## src/verilog/l2Cache_defines.svh

```systemverilog
// L2 cache size macros
// Address split, directory geometry and statistics width
`ifndef L2CACHE_DEFINES_SVH
`define L2CACHE_DEFINES_SVH

//************************************************************
// Address layout
//************************************************************

// Full physical address width
`define ADDR_BITS 32

// Byte select within a 64-byte line
`define OFFSET_BITS 6

// Set index bits
`define INDEX_BITS 4

// Tag is whatever is left above index and offset
`define TAG_BITS 22

//************************************************************
// Directory geometry
//************************************************************

// Number of sets, two to the index width
`define SETS 16

// Associativity
`define WAYS 4

// Way number width
`define WAY_BITS 2

// LRU age per way, 0 is most recent
`define AGE_BITS 2

//************************************************************
// Statistics
//************************************************************

// Hit, miss, read and write counters
`define COUNT_BITS 32

`endif
```

## src/verilog/l2CachePkg.sv

```systemverilog
// L2 cache types
// MESI state, request opcodes, snoop results and the structs passed between blocks
`include "l2Cache_defines.svh"

package l2CachePkg;

  // Line coherence state
  typedef enum logic [1:0] {
    Modified,
    Exclusive,
    Shared,
    Invalid
  } mesi_e;

  // Requests from the L1 side
  typedef enum logic [1:0] {
    DataRead,
    DataWrite,
    InstrRead,
    Clear
  } l1Op_e;

  // Requests seen on the shared bus from other caches
  typedef enum logic [1:0] {
    SnoopRead,
    SnoopWrite,
    SnoopRfo,
    SnoopInvalidate
  } snoopOp_e;

  // Answer we drive on the snoop lines
  typedef enum logic [1:0] {
    Miss = 2'b00,
    Hit  = 2'b01,
    HitM = 2'b10
  } snoopResult_e;

  // Bus transactions we start
  typedef enum logic [1:0] {
    BusRead,
    BusRfo,
    BusInvalidate
  } busOp_e;

  // L1 request, othersShared is the snoop answer for our own fill
  typedef struct packed {
    logic                   valid;
    l1Op_e                  op;
    logic                   othersShared;
    logic [`ADDR_BITS-1:0]  addr;
  } l1Req_t;

  typedef struct packed {
    logic                   valid;
    snoopOp_e               op;
    logic [`ADDR_BITS-1:0]  addr;
  } snoopReq_t;

  // Request held in the lookup stage
  typedef struct packed {
    logic                   valid;
    logic                   isSnoop;
    l1Op_e                  l1Op;
    snoopOp_e               snoopOp;
    logic                   othersShared;
    logic [`TAG_BITS-1:0]   tag;
    logic [`INDEX_BITS-1:0] index;
    logic [`ADDR_BITS-1:0]  addr;
  } lookup_t;

  typedef struct packed {
    logic                   valid;
    busOp_e                 op;
    logic [`ADDR_BITS-1:0]  addr;
  } busReq_t;

  // Line address of a dirty line leaving this cache
  typedef struct packed {
    logic                   valid;
    logic [`ADDR_BITS-1:0]  addr;
  } writeBack_t;

  typedef struct packed {
    logic                   valid;
    snoopResult_e           result;
  } snoopResp_t;

  typedef struct packed {
    logic                   valid;
    logic                   hit;
    logic [`ADDR_BITS-1:0]  addr;
  } l1Resp_t;

  // Directory write for the set in lookup
  typedef struct packed {
    logic                   valid;
    logic [`WAY_BITS-1:0]   way;
    logic                   writeTag;
    mesi_e                  newState;
    logic                   touchLru;
    logic                   clearAll;
  } dirUpdate_t;

endpackage

```

## src/verilog/l2Cache.sv

```systemverilog
// Snooping MESI L2 cache directory
// Capture stage, tag directory, MESI controller and output stage
`include "l2Cache_defines.svh"

module l2Cache (
  input  logic                   clk,
  input  logic                   rstN,
  input  l2CachePkg::l1Req_t     l1Req,
  input  l2CachePkg::snoopReq_t  snoopReq,
  output l2CachePkg::busReq_t    busReq,
  output l2CachePkg::writeBack_t writeBack,
  output l2CachePkg::snoopResp_t snoopResp,
  output l2CachePkg::l1Resp_t    l1Resp,
  output logic [`COUNT_BITS-1:0] hitCount,
  output logic [`COUNT_BITS-1:0] missCount,
  output logic [`COUNT_BITS-1:0] readCount,
  output logic [`COUNT_BITS-1:0] writeCount
);

  // Lookup stage request
  l2CachePkg::lookup_t    lookupReq;
  // Directory lookup result
  logic                   hit;
  logic [`WAY_BITS-1:0]   hitWay;
  logic [`WAY_BITS-1:0]   victimWay;
  l2CachePkg::mesi_e      hitState;
  l2CachePkg::mesi_e      victimState;
  logic [`TAG_BITS-1:0]   victimTag;
  l2CachePkg::dirUpdate_t dirUpdate;
  // Unregistered decisions
  l2CachePkg::busReq_t    busReqNext;
  l2CachePkg::writeBack_t writeBackNext;
  l2CachePkg::snoopResp_t snoopRespNext;
  l2CachePkg::l1Resp_t    l1RespNext;
  logic                   hitInc;
  logic                   missInc;
  logic                   readInc;
  logic                   writeInc;

  requestCapture i_requestCapture (
    .clk       (clk),
    .rstN      (rstN),
    .l1Req     (l1Req),
    .snoopReq  (snoopReq),
    .lookupReq (lookupReq)
  );

  tagDirectory i_tagDirectory (
    .clk         (clk),
    .rstN        (rstN),
    .lookupReq   (lookupReq),
    .dirUpdate   (dirUpdate),
    .hit         (hit),
    .hitWay      (hitWay),
    .hitState    (hitState),
    .victimWay   (victimWay),
    .victimState (victimState),
    .victimTag   (victimTag)
  );

  mesiController i_mesiController (
    .lookupReq     (lookupReq),
    .hit           (hit),
    .hitWay        (hitWay),
    .hitState      (hitState),
    .victimWay     (victimWay),
    .victimState   (victimState),
    .victimTag     (victimTag),
    .dirUpdate     (dirUpdate),
    .busReqNext    (busReqNext),
    .writeBackNext (writeBackNext),
    .snoopRespNext (snoopRespNext),
    .l1RespNext    (l1RespNext),
    .hitInc        (hitInc),
    .missInc       (missInc),
    .readInc       (readInc),
    .writeInc      (writeInc)
  );

  busResponder i_busResponder (
    .clk           (clk),
    .rstN          (rstN),
    .busReqNext    (busReqNext),
    .writeBackNext (writeBackNext),
    .snoopRespNext (snoopRespNext),
    .l1RespNext    (l1RespNext),
    .hitInc        (hitInc),
    .missInc       (missInc),
    .readInc       (readInc),
    .writeInc      (writeInc),
    .busReq        (busReq),
    .writeBack     (writeBack),
    .snoopResp     (snoopResp),
    .l1Resp        (l1Resp),
    .hitCount      (hitCount),
    .missCount     (missCount),
    .readCount     (readCount),
    .writeCount    (writeCount)
  );

endmodule

```

## src/verilog/busResponder.sv

```systemverilog
// Output stage
// Registers the bus, write-back, snoop and L1 outputs and counts accesses
`include "l2Cache_defines.svh"

module busResponder (
  input  logic                    clk,
  input  logic                    rstN,
  input  l2CachePkg::busReq_t     busReqNext,
  input  l2CachePkg::writeBack_t  writeBackNext,
  input  l2CachePkg::snoopResp_t  snoopRespNext,
  input  l2CachePkg::l1Resp_t     l1RespNext,
  input  logic                    hitInc,
  input  logic                    missInc,
  input  logic                    readInc,
  input  logic                    writeInc,
  output l2CachePkg::busReq_t     busReq,
  output l2CachePkg::writeBack_t  writeBack,
  output l2CachePkg::snoopResp_t  snoopResp,
  output l2CachePkg::l1Resp_t     l1Resp,
  output logic [`COUNT_BITS-1:0]  hitCount,
  output logic [`COUNT_BITS-1:0]  missCount,
  output logic [`COUNT_BITS-1:0]  readCount,
  output logic [`COUNT_BITS-1:0]  writeCount
);

  always_ff @(posedge clk or negedge rstN) begin
    if (!rstN) begin
      busReq     <= '0;
      writeBack  <= '0;
      snoopResp  <= '0;
      l1Resp     <= '0;
      hitCount   <= '0;
      missCount  <= '0;
      readCount  <= '0;
      writeCount <= '0;
    end else begin
      // Decisions leave on the same edge as the directory write
      busReq    <= busReqNext;
      writeBack <= writeBackNext;
      snoopResp <= snoopRespNext;
      l1Resp    <= l1RespNext;

      // Free-running statistics, wrap at full scale
      if (hitInc) begin
        hitCount <= hitCount + `COUNT_BITS'(1);
      end
      if (missInc) begin
        missCount <= missCount + `COUNT_BITS'(1);
      end
      if (readInc) begin
        readCount <= readCount + `COUNT_BITS'(1);
      end
      if (writeInc) begin
        writeCount <= writeCount + `COUNT_BITS'(1);
      end
    end
  end

endmodule

```

## src/verilog/mesiController.sv

```systemverilog
// MESI controller
// Decides the next state, bus action, snoop answer and L1 response
// for the request in the lookup stage
`include "l2Cache_defines.svh"

module mesiController (
  input  l2CachePkg::lookup_t    lookupReq,
  input  logic                   hit,
  input  logic [`WAY_BITS-1:0]   hitWay,
  input  l2CachePkg::mesi_e      hitState,
  input  logic [`WAY_BITS-1:0]   victimWay,
  input  l2CachePkg::mesi_e      victimState,
  input  logic [`TAG_BITS-1:0]   victimTag,
  output l2CachePkg::dirUpdate_t dirUpdate,
  output l2CachePkg::busReq_t    busReqNext,
  output l2CachePkg::writeBack_t writeBackNext,
  output l2CachePkg::snoopResp_t snoopRespNext,
  output l2CachePkg::l1Resp_t    l1RespNext,
  output logic                   hitInc,
  output logic                   missInc,
  output logic                   readInc,
  output logic                   writeInc
);

  // Line addresses with the byte select cleared
  logic [`ADDR_BITS-1:0] lineAddr;
  logic [`ADDR_BITS-1:0] victimAddr;
  // Data and instruction reads behave alike
  logic                  isRead;

  assign lineAddr   = {lookupReq.tag, lookupReq.index, {`OFFSET_BITS{1'b0}}};
  assign victimAddr = {victimTag, lookupReq.index, {`OFFSET_BITS{1'b0}}};
  assign isRead     = (lookupReq.l1Op == l2CachePkg::DataRead) ||
                      (lookupReq.l1Op == l2CachePkg::InstrRead);

  always_comb begin
    dirUpdate     = '0;
    busReqNext    = '0;
    writeBackNext = '0;
    snoopRespNext = '0;
    l1RespNext    = '0;
    hitInc        = 1'b0;
    missInc       = 1'b0;
    readInc       = 1'b0;
    writeInc      = 1'b0;

    //************************************************************
    // Snooped bus request
    //************************************************************
    if (lookupReq.valid && lookupReq.isSnoop) begin
      snoopRespNext.valid  = 1'b1;
      snoopRespNext.result = l2CachePkg::Miss;
      if (hit) begin
        // LRU is left alone on snoops
        dirUpdate.valid    = 1'b1;
        dirUpdate.way      = hitWay;
        dirUpdate.newState = (lookupReq.snoopOp == l2CachePkg::SnoopRead) ?
                             l2CachePkg::Shared : l2CachePkg::Invalid;
        snoopRespNext.result = l2CachePkg::Hit;
        // Dirty data goes back except on a plain invalidate
        if (hitState == l2CachePkg::Modified &&
            lookupReq.snoopOp != l2CachePkg::SnoopInvalidate) begin
          snoopRespNext.result = l2CachePkg::HitM;
          writeBackNext.valid  = 1'b1;
          writeBackNext.addr   = lineAddr;
        end
      end

    //************************************************************
    // L1 clear, read and write
    //************************************************************
    end else if (lookupReq.valid && lookupReq.l1Op == l2CachePkg::Clear) begin
      dirUpdate.clearAll = 1'b1;
    end else if (lookupReq.valid) begin
      l1RespNext.valid   = 1'b1;
      l1RespNext.hit     = hit;
      l1RespNext.addr    = lookupReq.addr;
      hitInc             = hit;
      missInc            = !hit;
      readInc            = isRead;
      writeInc           = !isRead;
      dirUpdate.valid    = 1'b1;
      dirUpdate.touchLru = 1'b1;
      dirUpdate.way      = hit ? hitWay : victimWay;
      if (hit) begin
        if (isRead) begin
          dirUpdate.newState = hitState;
        end else begin
          dirUpdate.newState = l2CachePkg::Modified;
          // Other copies must go before we own the line
          if (hitState == l2CachePkg::Shared) begin
            busReqNext.valid = 1'b1;
            busReqNext.op    = l2CachePkg::BusInvalidate;
            busReqNext.addr  = lookupReq.addr;
          end
        end
      end else begin
        // Miss fills the victim way
        dirUpdate.writeTag = 1'b1;
        busReqNext.valid   = 1'b1;
        busReqNext.op      = isRead ? l2CachePkg::BusRead : l2CachePkg::BusRfo;
        busReqNext.addr    = lookupReq.addr;
        if (victimState == l2CachePkg::Modified) begin
          writeBackNext.valid = 1'b1;
          writeBackNext.addr  = victimAddr;
        end
        if (!isRead) begin
          dirUpdate.newState = l2CachePkg::Modified;
        end else if (lookupReq.othersShared) begin
          dirUpdate.newState = l2CachePkg::Shared;
        end else begin
          dirUpdate.newState = l2CachePkg::Exclusive;
        end
      end
    end
  end

endmodule

```

## src/verilog/tagDirectory.sv

```systemverilog
// Tag directory
// Tag, MESI and LRU age per way, hit and victim lookup for the held request
// and the state write from the controller
`include "l2Cache_defines.svh"

module tagDirectory (
  input  logic                   clk,
  input  logic                   rstN,
  input  l2CachePkg::lookup_t    lookupReq,
  input  l2CachePkg::dirUpdate_t dirUpdate,
  output logic                   hit,
  output logic [`WAY_BITS-1:0]   hitWay,
  output l2CachePkg::mesi_e      hitState,
  output logic [`WAY_BITS-1:0]   victimWay,
  output l2CachePkg::mesi_e      victimState,
  output logic [`TAG_BITS-1:0]   victimTag
);

  //************************************************************
  // Storage
  //************************************************************

  logic [`TAG_BITS-1:0] tagArray   [`SETS][`WAYS];
  l2CachePkg::mesi_e    stateArray [`SETS][`WAYS];
  logic [`AGE_BITS-1:0] ageArray   [`SETS][`WAYS];

  // Set an Invalid way was found in
  logic                 foundInvalid;
  // Age of the way being touched
  logic [`AGE_BITS-1:0] touchedAge;

  //************************************************************
  // Lookup
  //************************************************************

  // Hit needs a matching tag in a valid way
  always_comb begin
    hit      = 1'b0;
    hitWay   = '0;
    hitState = l2CachePkg::Invalid;
    for (int w = 0; w < `WAYS; w++) begin
      if (tagArray[lookupReq.index][w] == lookupReq.tag &&
          stateArray[lookupReq.index][w] != l2CachePkg::Invalid) begin
        hit      = 1'b1;
        hitWay   = `WAY_BITS'(w);
        hitState = stateArray[lookupReq.index][w];
      end
    end
  end

  // Victim is the lowest free way, else the oldest
  always_comb begin
    foundInvalid = 1'b0;
    victimWay    = '0;
    for (int w = 0; w < `WAYS; w++) begin
      if (!foundInvalid && stateArray[lookupReq.index][w] == l2CachePkg::Invalid) begin
        foundInvalid = 1'b1;
        victimWay    = `WAY_BITS'(w);
      end
    end
    if (!foundInvalid) begin
      for (int w = 0; w < `WAYS; w++) begin
        if (ageArray[lookupReq.index][w] == `AGE_BITS'(`WAYS-1)) begin
          victimWay = `WAY_BITS'(w);
        end
      end
    end
  end

  assign victimState = stateArray[lookupReq.index][victimWay];
  assign victimTag   = tagArray[lookupReq.index][victimWay];
  assign touchedAge  = ageArray[lookupReq.index][dirUpdate.way];

  //************************************************************
  // Update
  //************************************************************

  // Tags only load on a fill
  always_ff @(posedge clk) begin
    if (dirUpdate.valid && dirUpdate.writeTag) begin
      tagArray[lookupReq.index][dirUpdate.way] <= lookupReq.tag;
    end
  end

  // Reset and clear restore the same picture
  always_ff @(posedge clk or negedge rstN) begin
    if (!rstN) begin
      for (int s = 0; s < `SETS; s++) begin
        for (int w = 0; w < `WAYS; w++) begin
          stateArray[s][w] <= l2CachePkg::Invalid;
          ageArray[s][w]   <= `AGE_BITS'(w);
        end
      end
    end else if (dirUpdate.clearAll) begin
      for (int s = 0; s < `SETS; s++) begin
        for (int w = 0; w < `WAYS; w++) begin
          stateArray[s][w] <= l2CachePkg::Invalid;
          ageArray[s][w]   <= `AGE_BITS'(w);
        end
      end
    end else if (dirUpdate.valid) begin
      stateArray[lookupReq.index][dirUpdate.way] <= dirUpdate.newState;
      if (dirUpdate.touchLru) begin
        // Younger ways age by one, touched way becomes newest
        for (int w = 0; w < `WAYS; w++) begin
          if (ageArray[lookupReq.index][w] < touchedAge) begin
            ageArray[lookupReq.index][w] <= ageArray[lookupReq.index][w] + `AGE_BITS'(1);
          end
        end
        ageArray[lookupReq.index][dirUpdate.way] <= '0;
      end
    end
  end

endmodule

```

## src/verilog/requestCapture.sv

```systemverilog
// Request capture stage
// Picks one request per cycle, snoop first, and holds it for the lookup
`include "l2Cache_defines.svh"

module requestCapture (
  input  logic                  clk,
  input  logic                  rstN,
  input  l2CachePkg::l1Req_t    l1Req,
  input  l2CachePkg::snoopReq_t snoopReq,
  output l2CachePkg::lookup_t   lookupReq
);

  // Request chosen this cycle
  l2CachePkg::lookup_t nextReq;
  // Held payload and its valid flag
  l2CachePkg::lookup_t heldReq;
  logic                heldValid;

  always_comb begin
    nextReq              = '0;
    nextReq.valid        = snoopReq.valid | l1Req.valid;
    nextReq.isSnoop      = snoopReq.valid;
    nextReq.l1Op         = l1Req.op;
    nextReq.snoopOp      = snoopReq.op;
    nextReq.othersShared = l1Req.othersShared;
    // Bus snoop wins, the L1 request of the same cycle is dropped
    nextReq.addr         = snoopReq.valid ? snoopReq.addr : l1Req.addr;
    // Split into tag and set index
    nextReq.tag   = nextReq.addr[`ADDR_BITS-1:`OFFSET_BITS+`INDEX_BITS];
    nextReq.index = nextReq.addr[`OFFSET_BITS+`INDEX_BITS-1:`OFFSET_BITS];
  end

  always_ff @(posedge clk or negedge rstN) begin
    if (!rstN) begin
      heldValid <= 1'b0;
    end else begin
      // Idle cycle leaves the stage empty
      heldValid <= nextReq.valid;
    end
  end

  // Payload only loads when something arrives
  always_ff @(posedge clk) begin
    if (nextReq.valid) begin
      heldReq <= nextReq;
    end
  end

  always_comb begin
    lookupReq       = heldReq;
    lookupReq.valid = heldValid;
  end

endmodule

```

## config.mk

```make
export PLATFORM = sky130hd
export DESIGN_NAME = l2Cache
export DESIGN_NICKNAME = d
export VERILOG_FILES = /design/src/verilog/l2CachePkg.sv /design/src/verilog/l2Cache.sv /design/src/verilog/busResponder.sv /design/src/verilog/mesiController.sv /design/src/verilog/tagDirectory.sv /design/src/verilog/requestCapture.sv
export VERILOG_INCLUDE_DIRS = /design/src /design/src/verilog
export SDC_FILE = /design/constraint.sdc
export NUM_CORES = 2
export LEC_CHECK = 0
export ABC_CLOCK_PERIOD_IN_PS = 8920
export BUFFER_PORTS_ARGS = -buffer_cell sky130_fd_sc_hd__buf_2
export CAP_MARGIN = 40
export CORE_ASPECT_RATIO = 0.8
export CORE_MARGIN = 1
export CORE_UTILIZATION = 48
export CTS_BUF_LIST = sky130_fd_sc_hd__clkbuf_8
export DETAILED_ROUTE_END_ITERATION = 7
export RECOVER_POWER = 100
export SETUP_SLACK_MARGIN = 0.3
export SKIP_LAST_GASP = 1
export SLEW_MARGIN = 15
export SYNTH_ARGS = -nofsm -noshare
export SYNTH_HDL_FRONTEND = slang
export SYNTH_HIERARCHICAL = 1
export SYNTH_SLANG_ARGS = --single-unit
```

## constraint.sdc

```tcl
create_clock -name clk -period 8.92 [get_ports clk]
set_input_delay 1.338 -clock clk [delete_from_list [all_inputs] [get_ports clk]]
set_output_delay 1.338 -clock clk [all_outputs]
set_load 0.005 [all_outputs]
```

==> reports/metrics.cfg <==
[clock_tree]
post_cts_buffers = 0
cts_buffers = 318
clk-insertion-delay-late_ns = 1.05
clk_root_buffer_cell = clkbuf_8
cts_tree = done
cts_hold_buf = 0
htreeDepth = 5
clockBufferDepth = 4
clock_sinks = 1936
cts_resized = 0
cts.clk_slew.worst_paths_ns = 0.06

[placement]
hpwl_um = 160000
numPortBuffers = 305
placed_cell_area_um2 = 87500
place.gp.congestion = 0.925
dp_cells = 7388

[route]
routed_wirelength_um = 253000
wl_met1_um = 107000
drtIter0Drc = 6850
dr_wl_met2_um = 108000
wl_per_cell_um = 31.8
dr_total_vias = 50400
dr_wl_met3_um = 28700
drc = 0
dr.pass1.iters = 6
highest-signal-layer = met5
antenna_left = 0
viasPerCell = 6.34

[synth]
synth_cell_types = 97
yosys-top-cells-area = edfxtp_1, mux4_2, dfrtp_1
synth_edf_count = 1446
synth_commonest_cells = edfxtp_1, mux4_2, dfrtp_1
netlist_instances = 4917
ys_seq_area_share_pct = 67.6
yosysMostFrequentCell = edfxtp_1
syn_avg_cell_area_um2 = 16.8
ys.flop_type = edfxtp_1
ys_warn_count = 6
yosysTopAreaCellShare_pct = 52.5
synth_top_cell_by_area = edfxtp_1
ys_ff_latch = 1936
synth-async-reset-ratio_pct = 25.3
synth_area_um2 = 82700

[floorplanning]
core_um2 = 170000
die_w_um = 466
dieHeight_um = 373
rows = 135
start_util_pct = 48.6
io_pins = 306
die_area_um2 = 174000

[timing]
skew_ns = 0.0808
hold_viol = 0
period_needed_ns = 8.29
finalCritPeriodShare_pct = 93.0
slew_violations = 1156
finalSetupViolCount = 0
rsz0062_at_grt = no
slew-limit-headroom_pct = -235
fmax_mhz = 121
tightest_slew_ns = 5.03
setup_tns_ns = 0

[cells_and_area]
layout.nets = 5535
area_delta_synth_final_pct = 11.8
fin_cells = 7943
drive_above_1_share_pct = 25.5
design_area_um2 = 92400

[setup_path]
cp-start-kind = flop
path_class = reg2reg
reg2reg_slack_ns = 0.63
critPathMaxFanout = 33
critPathRequiredTime_ns = 9.55
endpoint_kind = flop
arrival_ns = 8.92

[global_route]
overflow = 0
grt_pass1_vias = 48200
grt_use_total_pct = 28.6
grt_max_degree = 185
grt_pass1_wl_um = 357000
grt_antenna_before_repair = 22

[status]
status = finished, violations left
failed_checks = capacitance limit, slew limit

[worst_hold_path]
hp-class = reg2reg

[power]
p_leak_nw = 32.8
peakVddDrop_mv = 0.190
pwr_density_cell_nw_per_um2 = 230

[flow_run]
drv_cap = 30

[worst max-delay path, stage by stage, from the launching register on]
cell	delay, ns
edfxtp_1	0.32
clkbuf_1	1.52
inv_1	1.00
o2bb2ai_1	0.37
a2111oi_0	0.10
o21ai_0	0.65
o41ai_1	0.29
and4_1	0.30
a22oi_1	0.17
nand3_1	0.17
buf_4	0.25
o22ai_1	0.60
and2_0	0.43
nand3_1	0.13
buf_4	0.25
nor2_1	0.56
clkbuf_2	0.72
[layout make-up]
type | count | area, um^2
inverters | 28 | 113
repair buffers | 562 | 3300
fillers | 13800 | 77800
well taps | 2260 | 2830
diodes | 12 | 30.0
flip-flops and latches | 1936 | 55900
multi-input cells | 2604 | 24500
clock inverters | 192 | 958
clock buffers | 349 | 4800
[per-stage QoR]
stage          hold WS (ns)  setup slack (ns)  utilization, %  power, W
2_1_floorplan         0.452              2.67               -    0.0125
3_3_place_gp          0.458              1.09            51.2    0.0140
3_5_place_dp          0.466              1.41            51.4    0.0141
4_1_cts               0.286              1.35            54.7    0.0213
5_1_grt               0.412             0.488            54.3    0.0218
6_report              0.475             0.626            54.3    0.0212
[report_power, final]
group / leakage (nW) / total [W] / internal, W / switching, W
clock: 3.34 / 0.00728 / 0.00375 / 0.00353
combinational: 10.3 / 0.00364 / 0.00120 / 0.00243
sequential: 19.1 / 0.0103 / 0.0101 / 0.000165
[sequential cells by signal (all words and copies together), names as in the netlist]
signal,flops
i_busResponder/missCount,32
i_tagDirectory/stateArray,128
i_busResponder/writeCount,32
i_requestCapture/lookupReq,38
i_tagDirectory/ageArray,128
i_busResponder/l1Resp,34
i_busResponder/hitCount,32
i_requestCapture/heldValid,1
i_busResponder/writeBack,33
i_busResponder/readCount,32
i_tagDirectory/tagArray,1408
i_busResponder/snoopResp,3
i_busResponder/busReq,35
[cell families (layout without fill, tap and decap cells)]
family,count (synthesis),in the layout,share of synthesized area (%)
flops,1936,1936,67.6
mux,676,676,14.8
simple gates,1002,1002,6.19
fa+ha+maj,12,12,0.182
compound gates,647,647,5.69
xor+xnor,261,261,2.76
buf+inv,382,1131,2.75
other cells,1,18,0.00453
[layout by cell type, fill, tap and decap left out, types with 41 or more instances in the layout]
| cell type | instances |
|---|---|
| a211o_1 | 130 |
| mux2i_1 | 203 |
| buf_2 | 155 |
| nand3_1 | 62 |
| buf_4 | 139 |
| xnor2_1 | 197 |
| dfstp_2 | 192 |
| nand2_1 | 288 |
| clkbuf_8 | 349 |
| inv_1 | 122 |
| a21oi_1 | 111 |
| nor2b_1 | 75 |
| clkbuf_2 | 46 |
| xor2_1 | 64 |
| a22oi_1 | 41 |
| a221o_1 | 49 |
| dfrtp_1 | 298 |
| edfxtp_1 | 1446 |
| clkbuf_1 | 194 |
| mux4_2 | 418 |
| nor2_1 | 174 |
| nand4_1 | 51 |
| clkinv_1 | 46 |
| and2_1 | 41 |
| and3_1 | 152 |
| o21ai_0 | 126 |
[layer usage]
layer  vias to the layer above  GRT usage [%]
li1                      20400              -
met2                      3018           40.1
met5                         -              0
met1                     26400           42.8
met4                         6           9.66
met3                       531           8.05
[path summary, 6_finish.rpt]
path / startpoint / to / cells after the start
setup reg to reg: i_requestCapture/lookupReq[23]$_DFFE_PP_ / i_tagDirectory/tagArray[3][10]$_DFFE_PP_ / 16
hold / removal: i_tagDirectory/ageArray[75]$_DFFE_PN1P_ / i_tagDirectory/ageArray[75]$_DFFE_PN1P_ / 2
hold reg to reg: i_tagDirectory/ageArray[75]$_DFFE_PN1P_ / i_tagDirectory/ageArray[75]$_DFFE_PN1P_ / 2
setup / recovery: i_requestCapture/lookupReq[23]$_DFFE_PP_ / i_tagDirectory/tagArray[3][10]$_DFFE_PP_ / 16
max in group asynchronous: rstN / i_tagDirectory/ageArray[47]$_DFFE_PN0P_ / 4
min in group asynchronous: rstN / i_busResponder/writeBack[1]$_DFF_PN0_ / 1
Note: power is estimated with default switching activity, not from simulation.
